File: src/design/qla_pkg.sv
package qla_pkg;

    // ----------------------------------------
    // address map
    // ----------------------------------------
    typedef enum logic [3:0] {
        ADDR_MAIN     = 4'h0,   // board and axis registers
        ADDR_HUB      = 4'h1,
        ADDR_PROM     = 4'h2,
        ADDR_PROM_QLA = 4'h3,
        ADDR_ETH      = 4'h4,
        ADDR_FW       = 4'h5,
        ADDR_DS       = 4'h6,
        ADDR_DATA_BUF = 4'h7,
        ADDR_WAVEFORM = 4'h8
    } addr_space_e;

    typedef struct packed {
        logic [3:0] space;      // compared against addr_space_e
        logic [3:0] rsvd;       // not decoded
        logic [3:0] chan;       // 0 = board, 1..4 = axes
        logic [3:0] offset;     // register within channel
    } reg_addr_t;

    localparam int         NUM_AXES     = 4;
    localparam int         AXIS_W       = $clog2(NUM_AXES);
    localparam logic [3:0] OFF_STATUS   = 4'd0;   // chan 0 only
    localparam logic [3:0] OFF_DAC_CTRL = 4'd1;   // chan 1..4

    typedef logic [15:0] cur_t;     // unsigned current, cmd and feedback

    // ----------------------------------------
    // bus structs
    // ----------------------------------------
    typedef struct packed {
        logic        wen;           // quadlet write
        logic        blk_wen;       // block write quadlet
        logic        blk_wstart;    // first quadlet of block
        reg_addr_t   waddr;
        logic [31:0] wdata;
    } reg_wr_bus_t;

    typedef struct packed {
        logic        wen;
        logic [2:0]  waddr;         // quadlet 0..4
        logic [31:0] wdata;
    } rt_wr_t;

    // status word layout (read side)
    localparam int ST_AMP_LSB    = 0;
    localparam int ST_SAFETY_LSB = 8;
    localparam int ST_PWR_BIT    = 19;
    localparam int ST_BOARD_LSB  = 28;

    // status write word, amp values share ST_AMP_LSB
    localparam int WR_AMP_MASK_LSB = 8;
    localparam int WR_PWR_VAL_BIT  = 18;
    localparam int WR_PWR_MASK_BIT = 19;

    // over-current check
    localparam cur_t SAFETY_MARGIN = 16'd64;
    localparam int   SAFETY_COUNT  = 8;     // consecutive over-limit cycles
    localparam int   SAFETY_CNT_W  = $clog2(SAFETY_COUNT);

    // real-time block write
    typedef enum logic {
        RT_IDLE  = 1'b0,
        RT_BURST = 1'b1
    } rt_state_e;

    localparam int RT_QUADS = 5;            // 4 axis cmds + ctrl word
    localparam int RT_CNT_W = $clog2(RT_QUADS);

endpackage

File: src/design/register_bus.sv
`timescale 1ns/1ns

module register_bus import qla_pkg::*; (
    // write masters
    input  reg_wr_bus_t fw_wr,
    input  reg_wr_bus_t eth_wr,
    input  logic        eth_write_en,   // eth owns write bus
    input  reg_wr_bus_t bw_wr,
    input  logic        bw_write_en,    // rt burst owns write bus
    // read masters
    input  reg_addr_t   fw_raddr,
    input  reg_addr_t   eth_raddr,
    input  logic        eth_read_en,
    // real-time quadlets
    input  rt_wr_t      fw_rt,
    input  rt_wr_t      eth_rt,
    // read sources
    input  logic [31:0] status_word,
    input  cur_t        cur_cmd [NUM_AXES],
    // selected buses
    output reg_wr_bus_t sel_wr,
    output rt_wr_t      sel_rt,
    output logic [31:0] reg_rdata
);

    reg_addr_t raddr;   // active read address

    // ----------------------------------------
    // write bus owner
    // ----------------------------------------
    always_comb begin
        if (bw_write_en) begin
            sel_wr = bw_wr;         // burst beats everyone
        end else if (eth_write_en) begin
            sel_wr = eth_wr;
        end else begin
            sel_wr = fw_wr;         // default owner
        end
    end

    // eth quadlet wins a tie
    assign sel_rt = eth_rt.wen ? eth_rt : fw_rt;

    // ----------------------------------------
    // read address and data routing
    // ----------------------------------------
    assign raddr = eth_read_en ? eth_raddr : fw_raddr;

    always_comb begin
        reg_rdata = 32'd0;  // unmapped reads return 0
        if (raddr.space == ADDR_MAIN) begin
            // board channel
            if (raddr.chan == 4'd0 && raddr.offset == OFF_STATUS) begin
                reg_rdata = status_word;
            end
            // axis channels, cmd zero-extended
            for (int k = 0; k < NUM_AXES; k++) begin
                if (raddr.chan == 4'(k + 1) && raddr.offset == OFF_DAC_CTRL) begin
                    reg_rdata = {16'd0, cur_cmd[k]};
                end
            end
        end
    end

endmodule

File: src/design/rt_block_writer.sv
`timescale 1ns/1ns

module rt_block_writer import qla_pkg::*; (
    input  logic        sysclk,
    input  logic        rst_n,
    input  rt_wr_t      sel_rt,         // winning rt quadlet
    output reg_wr_bus_t bw_wr,
    output logic        bw_write_en     // high for the whole burst
);

    rt_state_e             state;
    logic [RT_CNT_W-1:0]   burst_cnt;   // beat within burst
    cur_t                  cmd_buf [NUM_AXES];
    logic [31:0]           ctrl_word;   // quadlet 4, goes to status reg
    logic                  rt_accept;
    logic                  rt_last;

    // quadlets only taken while idle, dropped during burst
    assign rt_accept = sel_rt.wen && (state == RT_IDLE);
    assign rt_last   = sel_rt.waddr == 3'(RT_QUADS - 1);

    // ----------------------------------------
    // quadlet buffer
    // ----------------------------------------
    always_ff @(posedge sysclk) begin
        if (rt_accept) begin
            if (sel_rt.waddr < 3'(NUM_AXES)) begin
                cmd_buf[sel_rt.waddr[AXIS_W-1:0]] <= sel_rt.wdata[15:0];  // low half only
            end else if (rt_last) begin
                ctrl_word <= sel_rt.wdata;
            end
        end
    end

    // ----------------------------------------
    // burst FSM
    // ----------------------------------------
    always_ff @(posedge sysclk or negedge rst_n) begin
        if (!rst_n) begin
            state     <= RT_IDLE;
            burst_cnt <= '0;
        end else begin
            case (state)
                RT_IDLE: begin
                    if (rt_accept && rt_last) begin    // quadlet 4 kicks off replay
                        state     <= RT_BURST;
                        burst_cnt <= '0;
                    end
                end
                RT_BURST: begin
                    if (burst_cnt == RT_CNT_W'(RT_QUADS - 1)) begin
                        state <= RT_IDLE;
                    end else begin
                        burst_cnt <= burst_cnt + 1'b1;
                    end
                end
                default: state <= RT_IDLE;
            endcase
        end
    end

    assign bw_write_en = (state == RT_BURST);

    // beats 0..3 -> axis dac regs as block write, beat 4 -> status reg
    always_comb begin
        bw_wr = '0;
        if (state == RT_BURST) begin
            bw_wr.waddr.space = ADDR_MAIN;
            if (burst_cnt < RT_CNT_W'(NUM_AXES)) begin
                bw_wr.blk_wen      = 1'b1;
                bw_wr.blk_wstart   = (burst_cnt == '0);
                bw_wr.waddr.chan   = 4'(burst_cnt) + 4'd1;  // axis k is chan k+1
                bw_wr.waddr.offset = OFF_DAC_CTRL;
                bw_wr.wdata        = {16'd0, cmd_buf[burst_cnt[AXIS_W-1:0]]};
            end else begin
                bw_wr.wen          = 1'b1;
                bw_wr.waddr.chan   = 4'd0;
                bw_wr.waddr.offset = OFF_STATUS;
                bw_wr.wdata        = ctrl_word;
            end
        end
    end

endmodule

File: src/design/dac_cmd_regs.sv
`timescale 1ns/1ns

module dac_cmd_regs import qla_pkg::*; (
    input  logic        sysclk,
    input  logic        rst_n,
    input  reg_wr_bus_t sel_wr,                 // arbitrated write bus
    output cur_t        cur_cmd [NUM_AXES]      // current command per axis
);

    logic                wr_strobe;    // quadlet or block beat
    logic                main_space;
    logic [NUM_AXES-1:0] dac_hit;      // one-hot axis select

    // ----------------------------------------
    // address decode
    // ----------------------------------------
    assign wr_strobe  = sel_wr.wen || sel_wr.blk_wen;
    assign main_space = (sel_wr.waddr.space == ADDR_MAIN);

    always_comb begin
        for (int k = 0; k < NUM_AXES; k++) begin
            dac_hit[k] = wr_strobe && main_space
                      && (sel_wr.waddr.chan == 4'(k + 1))    // chan 0 is board
                      && (sel_wr.waddr.offset == OFF_DAC_CTRL);
        end
    end

    // ----------------------------------------
    // command registers
    // ----------------------------------------
    always_ff @(posedge sysclk or negedge rst_n) begin
        if (!rst_n) begin
            for (int k = 0; k < NUM_AXES; k++) begin
                cur_cmd[k] <= '0;   // zero current out of reset
            end
        end else begin
            for (int k = 0; k < NUM_AXES; k++) begin
                if (dac_hit[k]) begin
                    cur_cmd[k] <= sel_wr.wdata[15:0];   // upper half ignored
                end
            end
        end
    end

endmodule

File: src/design/safety_monitor.sv
`timescale 1ns/1ns

module safety_monitor import qla_pkg::*; (
    input  logic sysclk,
    input  logic rst_n,
    input  cur_t cur_fb,            // measured current
    input  cur_t cur_cmd,           // commanded current
    input  logic clear_disable,     // one-cycle clear from status write
    output logic amp_disable        // sticky trip
);

    logic [17:0]             limit;      // 2*cmd + margin, no overflow
    logic                    over_limit;
    logic [SAFETY_CNT_W-1:0] over_cnt;   // consecutive over-limit edges

    // widened so 2*cmd + margin never wraps
    assign limit      = {1'b0, cur_cmd, 1'b0} + {2'b00, SAFETY_MARGIN};
    assign over_limit = {2'b00, cur_fb} > limit;

    // ----------------------------------------
    // trip counter
    // ----------------------------------------
    always_ff @(posedge sysclk or negedge rst_n) begin
        if (!rst_n) begin
            over_cnt    <= '0;
            amp_disable <= 1'b0;
        end else if (clear_disable) begin       // clear wins over a trip
            over_cnt    <= '0;
            amp_disable <= 1'b0;
        end else if (over_limit) begin
            if (over_cnt == SAFETY_CNT_W'(SAFETY_COUNT - 1)) begin
                amp_disable <= 1'b1;            // hold count, stay tripped
            end else begin
                over_cnt <= over_cnt + 1'b1;
            end
        end else begin
            over_cnt <= '0;     // glitch filtered, start over
        end
    end

endmodule

File: src/design/board_status_regs.sv
`timescale 1ns/1ns

module board_status_regs import qla_pkg::*; (
    input  logic                sysclk,
    input  logic                rst_n,
    input  reg_wr_bus_t         sel_wr,
    input  logic [3:0]          board_id,
    input  logic [NUM_AXES-1:0] safety_disable,  // from safety monitors
    output logic [31:0]         status_word,
    output logic [NUM_AXES-1:0] clear_disable,   // one-cycle per-axis clear
    output logic [NUM_AXES-1:0] amp_enable,      // gated enables to amps
    output logic                pwr_enable
);

    logic                status_hit;
    logic [NUM_AXES-1:0] amp_val;
    logic [NUM_AXES-1:0] amp_mask;
    logic                pwr_val;
    logic                pwr_mask;
    logic [NUM_AXES-1:0] amp_en_reg;     // requested amp enables
    logic                pwr_en_reg;

    // ----------------------------------------
    // write decode
    // ----------------------------------------
    assign status_hit = sel_wr.wen                        // quadlet writes only
                     && (sel_wr.waddr.space == ADDR_MAIN)
                     && (sel_wr.waddr.chan == 4'd0)
                     && (sel_wr.waddr.offset == OFF_STATUS);

    assign amp_val  = sel_wr.wdata[ST_AMP_LSB +: NUM_AXES];
    assign amp_mask = sel_wr.wdata[WR_AMP_MASK_LSB +: NUM_AXES];
    assign pwr_val  = sel_wr.wdata[WR_PWR_VAL_BIT];
    assign pwr_mask = sel_wr.wdata[WR_PWR_MASK_BIT];

    // ----------------------------------------
    // enable registers and clear pulses
    // ----------------------------------------
    always_ff @(posedge sysclk or negedge rst_n) begin
        if (!rst_n) begin
            amp_en_reg    <= '0;
            pwr_en_reg    <= 1'b0;
            clear_disable <= '0;
        end else begin
            clear_disable <= '0;    // pulse by default
            if (status_hit) begin
                amp_en_reg <= (amp_en_reg & ~amp_mask) | (amp_val & amp_mask);
                if (pwr_mask) begin
                    pwr_en_reg <= pwr_val;
                end
                // enabling an amp re-arms its monitor
                // power on re-arms all of them
                if (pwr_mask && pwr_val) begin
                    clear_disable <= '1;
                end else begin
                    clear_disable <= amp_val & amp_mask;
                end
            end
        end
    end

    // amp only runs with power on and no safety trip
    assign amp_enable = amp_en_reg & ~safety_disable & {NUM_AXES{pwr_en_reg}};
    assign pwr_enable = pwr_en_reg;

    // status readback
    always_comb begin
        status_word                              = 32'd0;
        status_word[ST_AMP_LSB +: NUM_AXES]      = amp_en_reg;
        status_word[ST_SAFETY_LSB +: NUM_AXES]   = safety_disable;
        status_word[ST_PWR_BIT]                  = pwr_en_reg;
        status_word[ST_BOARD_LSB +: 4]           = board_id;
    end

endmodule

File: src/design/qla_core_top.sv
`timescale 1ns/1ns

module qla_core_top import qla_pkg::*; (
    input  logic                sysclk,
    input  logic                rst_n,
    input  logic [3:0]          board_id,       // rotary switch
    // write masters
    input  reg_wr_bus_t         fw_wr,
    input  reg_wr_bus_t         eth_wr,
    input  logic                eth_write_en,
    // read masters
    input  reg_addr_t           fw_raddr,
    input  reg_addr_t           eth_raddr,
    input  logic                eth_read_en,
    // real-time quadlets
    input  rt_wr_t              fw_rt,
    input  rt_wr_t              eth_rt,
    // measured currents
    input  cur_t                cur_fb [NUM_AXES],
    output logic [31:0]         reg_rdata,
    output cur_t                cur_cmd [NUM_AXES],
    output logic [NUM_AXES-1:0] amp_enable,
    output logic                pwr_enable
);

    // ----------------------------------------
    // internal buses
    // ----------------------------------------
    reg_wr_bus_t         sel_wr;        // arbitrated write bus
    rt_wr_t              sel_rt;        // winning rt quadlet
    reg_wr_bus_t         bw_wr;         // burst master
    logic                bw_write_en;
    logic [31:0]         status_word;
    logic [NUM_AXES-1:0] safety_disable;
    logic [NUM_AXES-1:0] clear_disable;

    register_bus u_register_bus (
        .fw_wr       (fw_wr),
        .eth_wr      (eth_wr),
        .eth_write_en(eth_write_en),
        .bw_wr       (bw_wr),
        .bw_write_en (bw_write_en),
        .fw_raddr    (fw_raddr),
        .eth_raddr   (eth_raddr),
        .eth_read_en (eth_read_en),
        .fw_rt       (fw_rt),
        .eth_rt      (eth_rt),
        .status_word (status_word),
        .cur_cmd     (cur_cmd),
        .sel_wr      (sel_wr),
        .sel_rt      (sel_rt),
        .reg_rdata   (reg_rdata)
    );

    rt_block_writer u_rt_block_writer (
        .sysclk     (sysclk),
        .rst_n      (rst_n),
        .sel_rt     (sel_rt),
        .bw_wr      (bw_wr),
        .bw_write_en(bw_write_en)
    );

    dac_cmd_regs u_dac_cmd_regs (
        .sysclk (sysclk),
        .rst_n  (rst_n),
        .sel_wr (sel_wr),
        .cur_cmd(cur_cmd)
    );

    board_status_regs u_board_status_regs (
        .sysclk        (sysclk),
        .rst_n         (rst_n),
        .sel_wr        (sel_wr),
        .board_id      (board_id),
        .safety_disable(safety_disable),
        .status_word   (status_word),
        .clear_disable (clear_disable),
        .amp_enable    (amp_enable),
        .pwr_enable    (pwr_enable)
    );

    // one over-current monitor per axis
    for (genvar k = 0; k < NUM_AXES; k++) begin : gen_safety
        safety_monitor u_safety_monitor (
            .sysclk       (sysclk),
            .rst_n        (rst_n),
            .cur_fb       (cur_fb[k]),
            .cur_cmd      (cur_cmd[k]),
            .clear_disable(clear_disable[k]),
            .amp_disable  (safety_disable[k])
        );
    end

endmodule

File: config.mk
export PLATFORM = sky130hd
export DESIGN_NAME = qla_core_top
export DESIGN_NICKNAME = d
export VERILOG_FILES = /design/src/design/qla_pkg.sv /design/src/design/register_bus.sv /design/src/design/rt_block_writer.sv /design/src/design/dac_cmd_regs.sv /design/src/design/safety_monitor.sv /design/src/design/board_status_regs.sv /design/src/design/qla_core_top.sv
export SDC_FILE = /design/constraint.sdc
export NUM_CORES = 1
export LEC_CHECK = 0
export BUFFER_PORTS_ARGS = -buffer_cell sky130_fd_sc_hd__buf_4
export CAP_MARGIN = 0
export CORE_ASPECT_RATIO = 0.9
export CORE_MARGIN = 1
export CORE_UTILIZATION = 45
export DETAILED_ROUTE_END_ITERATION = 8
export GPL_ROUTABILITY_DRIVEN = 1
export PLACE_DENSITY = 0.83
export SETUP_SLACK_MARGIN = 0.05
export SYNTH_ARGS = -nofsm -noshare
export SYNTH_HDL_FRONTEND = slang
export SYNTH_SLANG_ARGS = --single-unit
File: constraint.sdc
create_clock -name sysclk -period 3.5 [get_ports sysclk]
set_input_delay 0.525 -clock sysclk [delete_from_list [all_inputs] [get_ports sysclk]]
set_output_delay 0.525 -clock sysclk [all_outputs]
set_load 0.01 [all_outputs]
Yosys cells after proc, flatten, opt, wreduce, memory -nomap -nowiden:

Memory sizes are Yosys's and may differ from the RTL's.
Cells that the tools add are included.

* register bits: 125
* bits in writable memories: 64
* word-level logic and storage cells: 157
* memories kept: 1

Memory list
* u_rt_block_writer.cmd_buf: depth 4, bits a word 16, rd ports 1, clocked after Yosys merged registers in 0, wr ports 1, line rt_block_writer.sv:13 `cur_t cmd_buf [NUM_AXES];`

* $add $sub $neg: 10
* $lt $le $gt $ge: 6
* equality and inequality tests: 22
* muxes and demuxes: 48
* bitwise gates (word level): 9
* reduce and logical (&&, ||, !) cells: 43

Operators by type and width (count)
* 32-bit two-way mux: 6
* 51-bit two-way mux: 2
* 17-bit by 7-bit adder with 18-bit output, second input constant: 4
* 16-bit by 18-bit greater-than comparator with 1-bit output: 4
* 3-bit two-way mux: 14
* 40-bit two-way mux: 1
* 36-bit two-way mux: 1
* 4-bit logical NOT: 6
* 1-bit logical AND: 20
* 3-bit == test, second input constant: 6
* 1-bit two-way mux: 18
* 4-bit AND: 4
* 4-bit by 1-bit == test with 1-bit output, second input constant: 4
* 4-bit by 2-bit == test with 1-bit output, second input constant: 4
* 16-bit two-way mux: 1
* 2-bit nonzero test: 8
* 3-bit by 1-bit adder with 3-bit output, second input constant: 5
* 3-bit inequality test, second input constant: 4
* 2-bit AND reduction: 6
* 4-bit by 3-bit == test with 1-bit output, second input constant: 2
* 4-bit two-way mux: 2
* 4-bit NOT: 2
* 3-bit less-than comparator, second input constant: 2
* 3-bit case mux with 2 select lines: 1
* 9 further kinds: 11

Logic depth before layout (Yosys ltp):

Gate-level depths: netlist of run 1.

* depth after elaboration: 9
* depth in mapped cells: 12
* gate-level depth less buffers: 12

Hierarchy:

Synthesis of run 1 repeated with hierarchy kept, for this count alone.

* cell total of the unflattened synthesis: 1159
* area, all modules: 12649.6 µm²

Modules (own cells, without submodules)
* rt_block_writer: instances 1, cells each 240, area each 4045.1 µm²
* dac_cmd_regs: instances 1, cells each 141, area each 2560.0 µm²
* register_bus: instances 1, cells each 352, area each 2422.3 µm²
* safety_monitor at gen_safety[2].u_safety_monitor ...: instances 2, cells each 91, area each 738.2 µm²
* safety_monitor at gen_safety[1].u_safety_monitor: instances 1, cells each 85, area each 725.7 µm²
* safety_monitor at gen_safety[0].u_safety_monitor: instances 1, cells each 84, area each 723.2 µm²
* board_status_regs: instances 1, cells each 75, area each 696.9 µm²

Worst setup path after synthesis of run 1:

OpenSTA, ideal clock, no wires.

* path kind: reg2reg
* from: register u_rt_block_writer.burst_cnt[1]
* to: register u_board_status_regs.pwr_en_reg (netlist: u_board_status_regs.pwr_enable)
* library setup time: 0.128 ns
* data arrival time: 2.789 ns
* setup slack: 0.583 ns
* cell stages (with the launch flop): 10
* cells stage by stage: dfrtp_1 clkbuf_1 buf_1 inv_1 ha_1 a2bb2oi_1 nand2_1 a2111oi_4 nand2_1 mux2_1

* cells in the longest elaborated chain, start to end: 7
* elaborated cells between the ends (all ways): 11
* those cells by class: add/sub: 1; order compare: 1; mux: 3; reduce/logical: 6

Ends and longest elaborated chain
* start: declaration: line rt_block_writer.sv:12 `logic [RT_CNT_W-1:0] burst_cnt;`
* start signal: assignment: line rt_block_writer.sv:54 `burst_cnt <= burst_cnt + 1'b1;`
* 3-bit by 1-bit adder with 4-bit output or 3-bit less-than comparator (tied branches): line rt_block_writer.sv:72, rt_block_writer.sv:69
* 40-bit two-way mux or 1-bit two-way mux (tied branches): line rt_block_writer.sv:69 `if (burst_cnt < RT_CNT_W'(NUM_AXES)) begin`
* 51-bit two-way mux *: line register_bus.sv:32 `if (bw_write_en) begin`
* 4-bit logical NOT or 1-bit logical AND (tied branches): line board_status_regs.sv:28, board_status_regs.sv:27
* 1-bit logical AND: line board_status_regs.sv:28 `&& (sel_wr.waddr.chan == 4'd0)`
* 1-bit logical AND: line board_status_regs.sv:29 `&& (sel_wr.waddr.offset == OFF_STATUS);`
* 2-bit AND reduction (no line)
* end signal: assignment: line board_status_regs.sv:49 `pwr_en_reg <= pwr_val;`
* end: declaration: line board_status_regs.sv:21 `logic pwr_en_reg;`

Mark *: on every way between the ends. The rest lies on a longest branch, timed or not.
A chain may end at the register's enable or synchronous reset.

Worst setup path in the final report of run 1:

* from: input port eth_read_en
* to: output port reg_rdata[4]

* cells in the longest elaborated chain, start to end: 8
* elaborated cells between the ends (all ways): 16
* those cells by class: eq/ne: 5; mux: 6; reduce/logical: 5

Ends and longest elaborated chain
* start: declaration: line qla_core_top.sv:14 `input logic eth_read_en,`
* 16-bit two-way mux *: line register_bus.sv:47 `assign raddr = eth_read_en ? eth_raddr : fw_raddr;`
* 4-bit by 1-bit == test with 1-bit output: line register_bus.sv:58 `if (raddr.chan == 4'(k + 1) && raddr.offset == OFF_DAC_CTRL) begin`
* 1-bit logical AND: line register_bus.sv:58
* 32-bit two-way mux (4 in a row): line register_bus.sv:58
* 32-bit two-way mux *: line register_bus.sv:51 `if (raddr.space == ADDR_MAIN) begin`
* end: declaration: line qla_core_top.sv:20 `output logic [31:0] reg_rdata,`

Marked as above.

==> results.ini, run 1 <==
[status]
status=completed

[clocking]
htreeDepth=4
cts_num_sinks=175
clk_latency_ps=440
postCtsSetupRepairBufs=0
ctsResizeCount=0
cts-root-buf=clkbuf_16
cts_inserted_buffers=17
cts_tree=done
hold_buffers=0
cts.clk_slew.worst_paths_ps=70
clockBufferDepth=2

[timing]
post-route-min-period_ps=3200
rsz0062_at_grt=false
finalSetupTns_ps=0
post-route-period-util=0.914
setup_viol=0
setup_slack_ps=299
slew_headroom=0.358
fin_skew_ps=8.94
maxSlewViolCount=0
hold_violations=0
holdWs_ps=75.6
fmax_mhz=312
worst_pin_slew_ps=958

[yosys]
synth_cell_types=73
synth-edff-count=82
postSynthCellCount=977
async_reset_ff_frac=0.531
synth_warnings=0
syn_area_per_cell_um2=10.9
ys_seq_area_frac=0.448
ys_ff_latch=175
ys.flop_type=dfrtp_1
syn_area_mm2=0.0107

[finish]
fillers=1894
diodes=0
area_growth_pct=29.8
multi_input_area_mm2=0.00552
seqCellArea_mm2=0.00479
final_area_mm2=0.0139
drive_above_1_share=0.354
fin_nets=1640

[worst_setup_path]
crit_arrival_ps=2680
required_ps=2970
r2r_end=gen_safety[3].u_safety_monitor.amp_disable
reg2regPathDepth=12
r2r_setup_slack_ps=640
worst_r2r_startpoint=u_dac_cmd_regs.cur_cmd[8]
cp_max_fo=15
critPathLaunchType=input port
crit_start=eth_read_en
critPathKind=in2out
crit_end=reg_rdata[4]
cp-end-kind=primary output

[route]
routed-via-count=9054
vias_per_cell=5.66
drtPass1Iterations=5
wl_um=32500
wire_per_inst_um=20.3
drc=0
drt_iter0_drc=668
ant_nets=0

[placed_design]
place_ws_ps=402
hpwl_um=25300
gp_congestion=0.945
place_area_mm2=0.0133
place.port_buffers=293

[job]
maxCapViolCount=0

[global_routing]
grt_pass1_vias=8957
overflow=0
grt_max_degree=45
antenna_found_initial=0
grt_pass1_wl_um=48800
grt_use_total=0.269

[die]
die_w_um=164
start_util=0.458
rows=53
die_y_um=148
fp.dieArea_mm2=0.0244
ios=379
core_mm2=0.0233

[worst_hold_path]
hold_class=in2async

[pwr]
power_density_mw_per_mm2=721
ir_drop_mv=0.367
leakage_nw=6.07

-- stage by stage --
stage / util / total power [mW] / std cells
finish: 0.594 / 10.0 / 1601
global placement: 0.569 / 7.96 / 1570
floorplan: - / 6.11 / 987
detailed placement: 0.569 / 8.14 / 1570
CTS: 0.594 / 10.0 / 1601
global route: 0.594 / 10.6 / 1601
-- per-layer routing --
metal,part of all wire,vias to the layer above,global-route usage
li1,-,4217,-
met1,0.40,4354,0.336
met2,0.49,414,0.454
met3,0.076,69,0.0508
met4,0.034,0,0.117
met5,0,-,0
-- power by group --
part	total (mW)	internal, mW	leakage (nW)	switching (mW)
Combinational	4.59	2.21	3.89	2.38
Clock	1.87	1.01	0.285	0.867
Sequential	3.54	2.70	1.89	0.842
Total	10.0	5.91	6.07	4.09
-- synthesized netlist by cell type, drive strengths merged (3+ instances only) --
library cell	count	area, um2
nand2	127	477
dfrtp	93	2330
edfxtp	82	2460
mux2	80	976
ha	75	938
nor2	51	224
a21oi	45	225
o21ai	42	210
inv	40	150
nand3	35	180
nor2b	27	169
buf	24	191
xor2	23	201
clkbuf	22	82.6
a211oi	19	143
a31oi	17	106
mux2i	17	170
mux4	16	360
nand4	13	81.3
xnor2	13	114
and3	10	62.6
nor3	10	50.1
o211ai	10	75.1
nor4	6	37.5
a21boi	5	37.5
and2	5	31.3
and4	5	43.8
nor3b	5	37.5
o22ai	5	31.3
a2111oi	4	53.8
o31ai	4	30.0
a22o	3	26.3
a22oi	3	22.5
-- critical path, cell delays in order --
cell and delay, ps:
buf_4 180, nor4b_1 160, buf_4 140, o221ai_1 420
nor2_1 170, nand2_1 280, nor2_1 70, o41ai_1 490
buf_4 230
-- worst min path at each step --
stage	endpoint	cells past startpoint
6_report	u_dac_cmd_regs.cur_cmd[60]	1
2_1_floorplan	async pin	0
3_3_place_gp	flop	1
4_1_cts	u_dac_cmd_regs.cur_cmd[61]	1
3_5_place_dp	gen_safety[0].u_safety_monitor.amp_disable	1
5_1_grt	u_dac_cmd_regs.cur_cmd[28]	1
-- layout make-up --
| cell class | count | share of cell area |
|---|---|---|
| multi-input cells | 725 | 0.398 |
| flip-flops and latches | 175 | 0.345 |
| repair buffers | 327 | 0.177 |
| clock buffers | 17 | 0.0307 |
| well taps | 302 | 0.0272 |
| clock inverters | 14 | 0.0111 |
| inverters | 41 | 0.0111 |
-- cell usage in the layout (no fill, tap or decap), drive strengths merged, types with 35 or more instances in the layout --
cell type,synthesis,layout
buf,24,327
edfxtp,82,82
mux2,80,80
a21oi,45,45
o21ai,42,42
nand2,127,127
nor2,51,51
ha,75,75
dfrtp,93,93
inv,40,47
nand3,35,35
-- cells by family after synthesis --
| logic type | share of synthesized area |
|---|---|
| adder cells (fa/ha/maj) | 0.0878 |
| multiplexers | 0.141 |
| XOR/XNOR | 0.0295 |
| AND/OR/NAND/NOR | 0.147 |
| AO/OA/AOI/OAI | 0.106 |
| buffers and inverters | 0.0401 |
| other | 0.000351 |
| flip-flops | 0.448 |
-- state kept, by name, summed over array words and instances, names as in the netlist, named ones only --
register / flops
gen_safety.u_safety_monitor.amp_disable: 4
gen_safety.u_safety_monitor.over_cnt: 12
u_board_status_regs.clear_disable: 4
u_board_status_regs.pwr_enable: 1
u_dac_cmd_regs.cur_cmd: 64
u_rt_block_writer.burst_cnt: 3
u_rt_block_writer.bw_write_en: 1
u_rt_block_writer.cmd_buf: 64
u_rt_block_writer.ctrl_word: 18
Power figures use the tool's default switching activity.
==> inputs of run 2 (changes only) <==
--- a/config.mk
+++ b/config.mk
@@ -5,11 +5,12 @@
 export SDC_FILE = /design/constraint.sdc
 export NUM_CORES = 1
 export LEC_CHECK = 0
-export BUFFER_PORTS_ARGS = -buffer_cell sky130_fd_sc_hd__buf_4
+export BUFFER_PORTS_ARGS = -buffer_cell sky130_fd_sc_hd__buf_2
 export CAP_MARGIN = 0
 export CORE_ASPECT_RATIO = 0.9
 export CORE_MARGIN = 1
 export CORE_UTILIZATION = 45
+export CTS_CLUSTER_SIZE = 10
 export DETAILED_ROUTE_END_ITERATION = 8
 export GPL_ROUTABILITY_DRIVEN = 1
 export PLACE_DENSITY = 0.83
==> run 2 against run 1 <==
Total power is 2.4% lower. Register-to-register slack gained 50 ps. Die area unchanged. Final cell count grew 0.12%. Design area shrank 5.2%. Utilization decreased by 3.1 points. Clock power barely moved. Combinational power is 4% lower. Routed wire length fell by 1.8%. Sequential power down 2%. Highest routed layer is now met5.
==> results.ini, run 2 (synthesis gave the netlist of run 1 again) <==
[job]
maxCapViolCount=0  ; unchanged

[die]
ios=379  ; unchanged
fp.dieArea_mm2=0.0244  ; unchanged
core_mm2=0.0233  ; unchanged
die_w_um=164  ; unchanged
die_y_um=148  ; unchanged
start_util=0.458  ; unchanged
rows=53  ; unchanged

[route]
ant_nets=0  ; unchanged
wire_per_inst_um=19.9  ; -1.9%
drt_iter0_drc=737  ; +10%
routed-via-count=9110  ; +0.62%
wl_um=31900  ; -1.8%
drc=0  ; unchanged
vias_per_cell=5.68  ; +0.49%
drtPass1Iterations=5  ; unchanged

[finish]
area_growth_pct=23.1
diodes=0  ; unchanged
drive_above_1_share=0.355  ; +0.000993
final_common_cell=buf_2
fin_cells=1603  ; +0.12%
most-common-layout-cells=buf_2 (292), nand2_1 (127), dfrtp_1 (93), edfxtp_1 (82), ha_1 (75)
fin_nets=1641  ; +0.061%

[clocking]
ctsResizeCount=0  ; unchanged
clk_latency_ps=440  ; about the same
clockBufferDepth=2  ; unchanged
htreeDepth=4  ; unchanged
cts-root-buf=clkbuf_16
cts_tree=done
cts.clk_slew.worst_paths_ps=80  ; about the same
hold_buffers=0  ; unchanged
cts_inserted_buffers=17  ; unchanged
cts_num_sinks=175  ; unchanged
postCtsSetupRepairBufs=0  ; unchanged

[worst_hold_path]
hold_class=in2async

[worst_setup_path]
crit_arrival_ps=2780  ; +100 ps
required_ps=2970  ; about the same
critPathKind=in2out
cp_max_fo=15  ; unchanged
critPathLaunchType=input port
cp-end-kind=primary output

[timing]
hold_violations=0  ; unchanged
post-route-period-util=0.945  ; +0.0310
rsz0062_at_grt=false
finalSetupTns_ps=0  ; unchanged
fin_skew_ps=11.6  ; +2.68 ps
fmax_mhz=302  ; -3.3%
slew_headroom=0.399  ; +0.0402
setup_viol=0  ; unchanged
post-route-min-period_ps=3310  ; +108 ps
maxSlewViolCount=0  ; unchanged
worst_pin_slew_ps=898  ; -60.0 ps

[global_routing]
overflow=0  ; unchanged
antenna_found_initial=3  ; +3
grt_pass1_wl_um=48400  ; -0.85%
grt_util_met2=0.448  ; -0.00612
met3_usage=0.0619  ; +0.0112
grt_use_total=0.267  ; -0.00251
busiest_layer=met2
met1_usage=0.339  ; +0.00316
grt_pass1_vias=8724  ; -2.6%
grt_max_degree=51  ; +13%

[pwr]
leakage_nw=5.86  ; -3.5%
p_total_mw=9.76  ; -2.4%
power_density_mw_per_mm2=742  ; +2.9%
ir_drop_mv=0.344  ; -6.2%

[placed_design]
place.port_buffers=293  ; unchanged
gp_congestion=0.911  ; -3.6%
hpwl_um=24900  ; -1.6%
dpl.cell_count=1571  ; +0.064%

[status]
status=completed

## run 2: layout make-up
type                       count  area, um2
tap                          302        378
multi-input combinational    725       5520
clock inverter                15        161
timing repair buffer         328       1730
clock buffer                  17        425
sequential                   175       4790
fill                        1947      10200
inverter                      41        154
## run 2: critical path, stage by stage
cell      delay (ps)
buf_2            290
nor4_1           120
buf_4            170
o221ai_1         510
nor2_1           140
nand2_1          260
nor2_1            70
o41ai_1          470
buf_2            240
## run 2: worst paths after layout
path,startpoint,to,slack [ps],cells past startpoint
max reg2reg,u_dac_cmd_regs.cur_cmd[7],gen_safety[3].u_safety_monitor.amp_disable,690,12
max,eth_read_en,reg_rdata[4],190,9
min reg2reg,flop,flop,520,1
min in group sysclk,fw_rt[18],u_rt_block_writer.ctrl_word[18],400,2
max in group asynchronous,rst_n,u_dac_cmd_regs.cur_cmd[11],2570,2
min,rst_n,u_dac_cmd_regs.cur_cmd[23],100,1
## run 2: layer usage
layer | wire length [um] | vias up | share of wire
met5 | 37 | - | 0.0012
li1 | - | 4210 | -
met1 | 12800 | 4391 | 0.40
met2 | 15500 | 444 | 0.49
met3 | 2670 | 59 | 0.084
met4 | 877 | 6 | 0.028
## run 2: power breakdown
part / switching (mW) / total, mW / internal (mW) / leakage [nW]
Clock: 0.918 / 1.88 / 0.961 / 0.284
Combinational: 2.44 / 4.41 / 1.96 / 3.68
Sequential: 0.782 / 3.48 / 2.70 / 1.89
## run 2: per-stage QoR
step | hold WS, ps | util | cell area, um2 | worst slack, ps
after detailed placement | 507 | 0.538 | 12600 | 255
final | 98.3 | 0.564 | 13200 | 191
after CTS | 130 | 0.564 | 13200 | 224
after global placement | 500 | 0.538 | 12600 | 295
after global routing | 148 | 0.564 | 13200 | 62.9
after floorplan | 229 | - | 10700 | 583
